`config.mk`:
```
export PLATFORM = sky130hd
export DESIGN_NAME = yuv2rgb_top
export DESIGN_NICKNAME = d
export VERILOG_FILES = /design/src/design/csc_coef_pkg.sv /design/src/design/csc_types_pkg.sv /design/src/design/yuv_decode.sv /design/src/design/csc_execute.sv /design/src/design/rgb_result.sv /design/src/design/yuv2rgb_top.sv
export SDC_FILE = /design/constraint.sdc
export NUM_CORES = 1
export LEC_CHECK = 0
export BUFFER_PORTS_ARGS = -buffer_cell sky130_fd_sc_hd__buf_2
export CAP_MARGIN = 20
export CORE_ASPECT_RATIO = 0.5
export CORE_UTILIZATION = 66
export DETAILED_ROUTE_END_ITERATION = 8
export HOLD_SLACK_MARGIN = 0.02
export PLACE_DENSITY = 0.9
export SLEW_MARGIN = 20
export SYNTH_ARGS = -nofsm -noshare
export SYNTH_HDL_FRONTEND = slang
export SYNTH_HIERARCHICAL = 1
export SYNTH_SLANG_ARGS = --single-unit
```
`constraint.sdc`:
```
create_clock -name CLOCK_50_I -period 11.7 [get_ports CLOCK_50_I]
set_input_delay 1.17 -clock CLOCK_50_I [delete_from_list [all_inputs] [get_ports CLOCK_50_I]]
set_output_delay 1.17 -clock CLOCK_50_I [all_outputs]
set_load 0.01 [all_outputs]
```
`src/design/csc_coef_pkg.sv`:
```
package csc_coef_pkg;

	// Width of one Y, U or V sample and of one colour channel
	localparam int unsigned pix_w = 8;

	// Component after offset removal needs one extra bit for the sign
	localparam int unsigned comp_w = pix_w + 1;

	// Accumulator width of the multiply-accumulate stage
	localparam int unsigned acc_w = 32;

	// Saturation value for a channel that overflows
	localparam int unsigned pix_max = (1 << pix_w) - 1;

	// Black level of Y and centre of U and V
	localparam int y_offset = 16;
	localparam int c_offset = 128;

	// Coefficients in unsigned fixed point with frac_w fraction bits
	// Luma gain of about 1.164
	localparam int coef_y = 76284;
	// V into R, about 1.596
	localparam int coef_rv = 104595;
	// U into G, about 0.391
	localparam int coef_gu = 25624;
	// V into G, about 0.813
	localparam int coef_gv = 53281;
	// U into B, about 2.018
	localparam int coef_bu = 132251;

	localparam int unsigned frac_w = 16;

	// Clip fields of the accumulator, counted from bit 0
	// Colour byte sits right above the fraction
	localparam int unsigned col_lsb = frac_w;
	localparam int unsigned col_msb = col_lsb + pix_w - 1;

	// All bits between the colour byte and the sign flag overflow
	localparam int unsigned ovf_lsb = col_msb + 1;
	localparam int unsigned ovf_w = acc_w - 1 - ovf_lsb;

endpackage

```
`src/design/csc_types_pkg.sv`:
```
package csc_types_pkg;
	import csc_coef_pkg::*;

	// Raw sample on the way in, clipped colour on the way out
	typedef logic [pix_w-1:0] pixel_t;

	// Offset-corrected component
	// Y spans -16..239 and U, V span -128..127
	typedef logic signed [comp_w-1:0] comp_t;

	// One accumulator word read in two ways
	// acc is the signed sum built by the MAC stage
	// fld splits the same bits for saturation
	typedef union packed {
		logic signed [acc_w-1:0] acc;
		struct packed {
			// Set for a negative sum
			logic sign;
			// Any bit here means the result is above 255
			logic [ovf_w-1:0] ovf;
			// Integer part of the colour
			logic [pix_w-1:0] colour;
			// Dropped by the clip
			logic [frac_w-1:0] frac;
		} fld;
	} mac_word_u;

endpackage

```
`src/design/yuv_decode.sv`:
```
module yuv_decode
	import csc_coef_pkg::*, csc_types_pkg::*;
(
	input logic CLOCK_50_I,
	input logic resetn,

	// Pixel from the outside
	input logic in_valid,
	output logic in_ready,
	input pixel_t y,
	input pixel_t u,
	input pixel_t v,

	// Signed components towards the MAC stage
	output logic dec_valid,
	input logic dec_ready,
	output comp_t y_c,
	output comp_t u_c,
	output comp_t v_c
);

	logic load;
	comp_t y_sub;
	comp_t u_sub;
	comp_t v_sub;

	// Register empty, or drained by the next stage this cycle
	assign in_ready = !dec_valid || dec_ready;

	// Accepted transfer
	assign load = in_valid && in_ready;

	// Zero-extend to the signed width before the subtraction
	assign y_sub = comp_t'({1'b0, y}) - comp_t'(y_offset);
	assign u_sub = comp_t'({1'b0, u}) - comp_t'(c_offset);
	assign v_sub = comp_t'({1'b0, v}) - comp_t'(c_offset);

	// Occupancy of the decode register
	always_ff @(posedge CLOCK_50_I or negedge resetn) begin
		if (!resetn) begin
			dec_valid <= 1'b0;
		end else if (in_ready) begin
			// Fill on a new pixel, clear when drained without refill
			dec_valid <= in_valid;
		end
	end

	// Component registers
	always_ff @(posedge CLOCK_50_I) begin
		if (load) begin
			y_c <= y_sub;
			u_c <= u_sub;
			v_c <= v_sub;
		end
	end

endmodule

```
`src/design/csc_execute.sv`:
```
module csc_execute
	import csc_coef_pkg::*, csc_types_pkg::*;
(
	input logic CLOCK_50_I,
	input logic resetn,

	// Components from the decode stage
	input logic dec_valid,
	output logic dec_ready,
	input comp_t y_c,
	input comp_t u_c,
	input comp_t v_c,

	// Fixed-point sums towards the clip stage
	output logic exe_valid,
	input logic exe_ready,
	output mac_word_u r_acc,
	output mac_word_u g_acc,
	output mac_word_u b_acc
);

	logic load;

	// Products of each component with its coefficients
	logic signed [acc_w-1:0] luma_p;
	logic signed [acc_w-1:0] rv_p;
	logic signed [acc_w-1:0] gu_p;
	logic signed [acc_w-1:0] gv_p;
	logic signed [acc_w-1:0] bu_p;

	// Sums before the stage register
	mac_word_u r_sum;
	mac_word_u g_sum;
	mac_word_u b_sum;

	assign dec_ready = !exe_valid || exe_ready;
	assign load = dec_valid && dec_ready;

	// Luma product is common to all three channels
	assign luma_p = coef_y * acc_w'(y_c);

	// Chroma products, sign extended from the 9-bit components
	assign rv_p = coef_rv * acc_w'(v_c);
	assign gu_p = coef_gu * acc_w'(u_c);
	assign gv_p = coef_gv * acc_w'(v_c);
	assign bu_p = coef_bu * acc_w'(u_c);

	// Worst case stays well inside 32 signed bits
	always_comb begin
		r_sum.acc = luma_p + rv_p;
		g_sum.acc = luma_p - gu_p - gv_p;
		b_sum.acc = luma_p + bu_p;
	end

	// Occupancy of the execute register
	always_ff @(posedge CLOCK_50_I or negedge resetn) begin
		if (!resetn) begin
			exe_valid <= 1'b0;
		end else if (dec_ready) begin
			exe_valid <= dec_valid;
		end
	end

	// Accumulator registers
	always_ff @(posedge CLOCK_50_I) begin
		if (load) begin
			r_acc <= r_sum;
			g_acc <= g_sum;
			b_acc <= b_sum;
		end
	end

endmodule

```
`src/design/rgb_result.sv`:
```
module rgb_result
	import csc_coef_pkg::*, csc_types_pkg::*;
(
	input logic CLOCK_50_I,
	input logic resetn,

	// Accumulators from the MAC stage
	input logic exe_valid,
	output logic exe_ready,
	input mac_word_u r_acc,
	input mac_word_u g_acc,
	input mac_word_u b_acc,

	// Final colour to the outside
	output logic out_valid,
	input logic out_ready,
	output pixel_t r,
	output pixel_t g,
	output pixel_t b
);

	logic load;
	pixel_t r_clip;
	pixel_t g_clip;
	pixel_t b_clip;

	// Saturate one accumulator to a colour byte
	function automatic pixel_t clip(input mac_word_u w);
		pixel_t c;
		if (w.fld.sign) begin
			c = '0;
		end else if (|w.fld.ovf) begin
			c = pixel_t'(pix_max);
		end else begin
			c = w.fld.colour;
		end
		return c;
	endfunction

	// Output register free, or taken by the sink this cycle
	assign exe_ready = !out_valid || out_ready;
	assign load = exe_valid && exe_ready;

	assign r_clip = clip(r_acc);
	assign g_clip = clip(g_acc);
	assign b_clip = clip(b_acc);

	always_ff @(posedge CLOCK_50_I or negedge resetn) begin
		if (!resetn) begin
			out_valid <= 1'b0;
		end else if (exe_ready) begin
			out_valid <= exe_valid;
		end
	end

	// Colour held while the sink stalls
	always_ff @(posedge CLOCK_50_I) begin
		if (load) begin
			r <= r_clip;
			g <= g_clip;
			b <= b_clip;
		end
	end

endmodule

```
`src/design/yuv2rgb_top.sv`:
```
module yuv2rgb_top
	import csc_types_pkg::*;
(
	input logic CLOCK_50_I,
	input logic resetn,

	// YUV input side
	input logic in_valid,
	output logic in_ready,
	input pixel_t y,
	input pixel_t u,
	input pixel_t v,

	// RGB output side
	output logic out_valid,
	input logic out_ready,
	output pixel_t r,
	output pixel_t g,
	output pixel_t b
);

	// Decode to execute
	logic dec_valid;
	logic dec_ready;
	comp_t y_c;
	comp_t u_c;
	comp_t v_c;

	// Execute to result
	logic exe_valid;
	logic exe_ready;
	mac_word_u r_acc;
	mac_word_u g_acc;
	mac_word_u b_acc;

	yuv_decode decode_unit (
		.CLOCK_50_I(CLOCK_50_I),
		.resetn(resetn),
		.in_valid(in_valid),
		.in_ready(in_ready),
		.y(y),
		.u(u),
		.v(v),
		.dec_valid(dec_valid),
		.dec_ready(dec_ready),
		.y_c(y_c),
		.u_c(u_c),
		.v_c(v_c)
	);

	csc_execute execute_unit (
		.CLOCK_50_I(CLOCK_50_I),
		.resetn(resetn),
		.dec_valid(dec_valid),
		.dec_ready(dec_ready),
		.y_c(y_c),
		.u_c(u_c),
		.v_c(v_c),
		.exe_valid(exe_valid),
		.exe_ready(exe_ready),
		.r_acc(r_acc),
		.g_acc(g_acc),
		.b_acc(b_acc)
	);

	rgb_result result_unit (
		.CLOCK_50_I(CLOCK_50_I),
		.resetn(resetn),
		.exe_valid(exe_valid),
		.exe_ready(exe_ready),
		.r_acc(r_acc),
		.g_acc(g_acc),
		.b_acc(b_acc),
		.out_valid(out_valid),
		.out_ready(out_ready),
		.r(r),
		.g(g),
		.b(b)
	);

endmodule

```
### Word level (Yosys, flattened, before mapping)

Cells that the tools add are included.
W data, S select, Z words.

* reduce and logical (&&, ||, !) cells: 12
* add/sub/neg operators: 7
* mux-type cells: 3
* multipliers: 5

Operators with widths (number)
* $add A32 B32 Y32: 2
* $sub A32 B32 Y32: 2
* $mul A19 B9 Y28 const A: 1
* $mul A18 B9 Y27 const A: 1
* $mul A17 B9 Y26 const A: 1
* $mul A16 B9 Y25 const A: 1
* $mux W8: 3
* $mul A13 B9 Y22 const A: 1
* $reduce_or A7 Y1: 3
* $sub A8 B8 Y9 const B: 2
* $sub A8 B5 Y9 const B: 1
* $logic_and A1 B1 Y1: 3
* $logic_not A1 Y1: 3
* $logic_or A1 B1 Y1: 3

* bits in registers: 150
* word-level logic and storage cells: 39
* input port bits: 28

### Logic depth before layout (Yosys ltp)

* word-level depth: 5
* gate-level depth with buffers: 38
* mapped depth without buffers: 37

### By module

Netlist, hierarchy kept.

By module, submodules not included
* csc_execute: times used 1, area an instance 16619.7 µm², cells each 1651
* rgb_result: times used 1, area an instance 1106.1 µm², cells each 88
* yuv_decode: times used 1, area an instance 875.8 µm², cells each 41

### Worst setup path after synthesis

Ideal clock, no wire load.

* kind: flip-flop to flip-flop
* start point: register decode_unit.u_c[7]
* end point: register execute_unit/g_acc[28] in the netlist's numbering (data pin)
* setup slack: 3.430 ns
* cell stages (with the launch flop): 34
* path buffers: 1
* data required time: 11.440 ns
* arrival time: 8.010 ns
* cell sequence: edfxtp_1 -> buf_4 -> ha_1 -> ha_1 -> inv_1 -> fa_1 -> fa_1 -> inv_1 -> ha_1 -> ha_1 -> a21o_1 -> a21o_1 -> o31a_1 -> a21o_1 -> a21oi_1 -> xnor2_1 -> ha_1 -> fa_1 -> fa_1 -> inv_1 -> fa_1 -> inv_1 -> fa_1 -> inv_1 -> ha_1 -> a211oi_1 -> nand2_1 -> a31oi_1 -> nor2_1 -> and3_1 -> a221oi_4 -> o2111ai_1 -> a21oi_1 -> xnor2_1

RTL lines
* start, declared: line yuv_decode.sv:18 `output comp_t u_c,`
* start signal, assigned: line yuv_decode.sv:52 `u_c <= u_sub;`
* end signal, assigned: line csc_execute.sv:68 `g_acc <= g_sum;`
* end, declared: line csc_execute.sv:18 `output mac_word_u g_acc,`

==> results.md <==
- Max Clock Freq: 109 MHz
- Vias in the first global route: around 13000
- Initial Util: 0.683
- Final Wtd Congestion: roughly 0.97
- Die Area: 26000 um2
- Cell with the most instances on the worst path: ha_1
- Die width: 227 um
- Status: complete, no violations
- CP delay by family, top: adder cells
- Setup Skew: about 0.019 ns
- Buffers plus inverters on the worst setup path: 3
- Syn nets: roughly 2300
- Placeable core area: 24400 um2
- # resized after CTS: 0
- Hold/Removal Path Class: reg -> reg
- WS Path Type: reg -> reg
- Htree depth: 3
- CTS Sinks: 90
- Crit-path max FO: 19
- RSZ-0062 raised after global routing: false
- Yosys warning total: 6
- Crit path required time: 11.81 ns
- Iter 0 DRT Violations: between 900 and 1000
- Chip Height: around 110 um
- TNS Setup: 0 ns
- Type of origin of the critical path: flop
- Total Wirelength: roughly 39000 um
- Antenna fix cells: 0
- Routed Antenna Nets: 0
- Cts bufs inserted: 9
- Fillers: approximately 1600
- Post-DP HPWL: 33000 um
- Clk Latency, worst-skew pair: roughly 0.38 ns
- Core Rows: 40
- Pin count of the biggest net entering global routing: 39
- Slew @ Worst Pin: 0.978 ns
- Arrival time worst endpoint: ~9.3 ns
- Drt first pass iters: 7
- Layout Nets: between 2000 and 2500
- Post-Synthesis Cells: between 1500 and 2000
- Io pins: between 50 and 60
- Fin crit share: 0.784
- Crit. End Element: flop
- Initial antenna violation count: 0
- Slew HR: 0.344
- Synth Cell Area: roughly 17000 um2
- CP max stage cell: edfxtp_1
- Slew Viols, Final: 0
- Vias: around 12000
- WL/cell: approximately 19 um
- Avg Cell Area, Syn: a little over 10 um2
- Hold slack: ~0.52 ns
- Worst-path clk slew: 0.08 ns
- Final setup viols: 0
- Post CTS Setup Buffer Count: 0
- Layout cell share with drive strength beyond 1: 0.0511
- Area Overhead vs Synth: 5.16%
- CP max stage delay: 0.96 ns
- Global-route wire length before repair: 62400 um
- GRT overflow: 0
- # hold bufs at CTS: 0
- Max_cap viols: 0
- Final hold vios: 0
- GRT Util Overall: 0.320
- Port Buf Inserts: 53
- Minimum clock period: a little over 9 ns
- CTS tree: yes
- Clk buf depth: 2
- Root Buffer: clkbuf_16
- DRC: 0
- Vias per cell: around 6
layout make-up:
class                   count  area, um2  share of cell area
flip-flops and latches     90       2690               0.153
inverters                 409       1540              0.0875
well taps                 336        420              0.0239
clock buffers               9        225              0.0128
clock inverters             6       43.8             0.00249
multi-input cells        1130      12300               0.703
repair buffers             58        303              0.0172
path summary, 6_finish.rpt:
kind	startpoint	end	slack [ns]	depth (start not counted)
max	decode_unit/u_c[7]	execute_unit/g_acc[28]	2.53	32
min	decode_unit/dec_valid	execute_unit/exe_valid	0.52	1
max reg2reg	decode_unit/u_c[7]	execute_unit/g_acc[28]	2.53	32
min reg2reg	decode_unit/dec_valid	execute_unit/exe_valid	0.52	1
max in group asynchronous	resetn	execute_unit/exe_valid	11.02	1
min in group asynchronous	resetn	result_unit/out_valid	0.58	1
through the flow:
step / worst slack, ns / instances / instance area [um2] / util
final: 2.53 / 2038 / 17600 / 0.719
after detailed placement: 2.63 / 2023 / 17300 / 0.708
after floorplan: 3.43 / 1651 / 16700 / -
after global placement: 2.96 / 2023 / 17300 / 0.708
after CTS: 2.60 / 2038 / 17600 / 0.719
after global routing: 1.98 / 2038 / 17600 / 0.719
sequential cells by signal (all words and copies together), names as in the netlist:
register,cells
decode_unit/v_c,8
result_unit/b,8
execute_unit/b_acc,13
execute_unit/r_acc,12
result_unit/r,8
decode_unit/dec_valid,1
result_unit/out_valid,1
decode_unit/u_c,8
result_unit/g,8
execute_unit/exe_valid,1
decode_unit/y_c,9
execute_unit/g_acc,13
cells in the final DEF (no fill, tap or decap), drive strengths merged, types with 10 or more instances in the layout:
cell / instances
ha: 423
inv: 410
fa: 186
edfxtp: 87
a21oi: 73
nor2: 65
buf: 58
a21o: 48
xnor2: 45
nand2: 39
o21ai: 39
xor2: 31
a31oi: 31
nor2b: 15
nand2b: 14
and3: 10
o21a: 10
routing by layer:
layer  GRT usage  wire (um)  vias to the layer above
met5           0          0                        -
met4       0.169       1920                        0
met3      0.0747       3380                      150
met2       0.534      18100                      567
met1       0.388      15700                     5686
li1            -          -                     5549
Power is not shown: default switching activity piles up to over one toggle a cycle in this logic, so the estimate is an artifact.
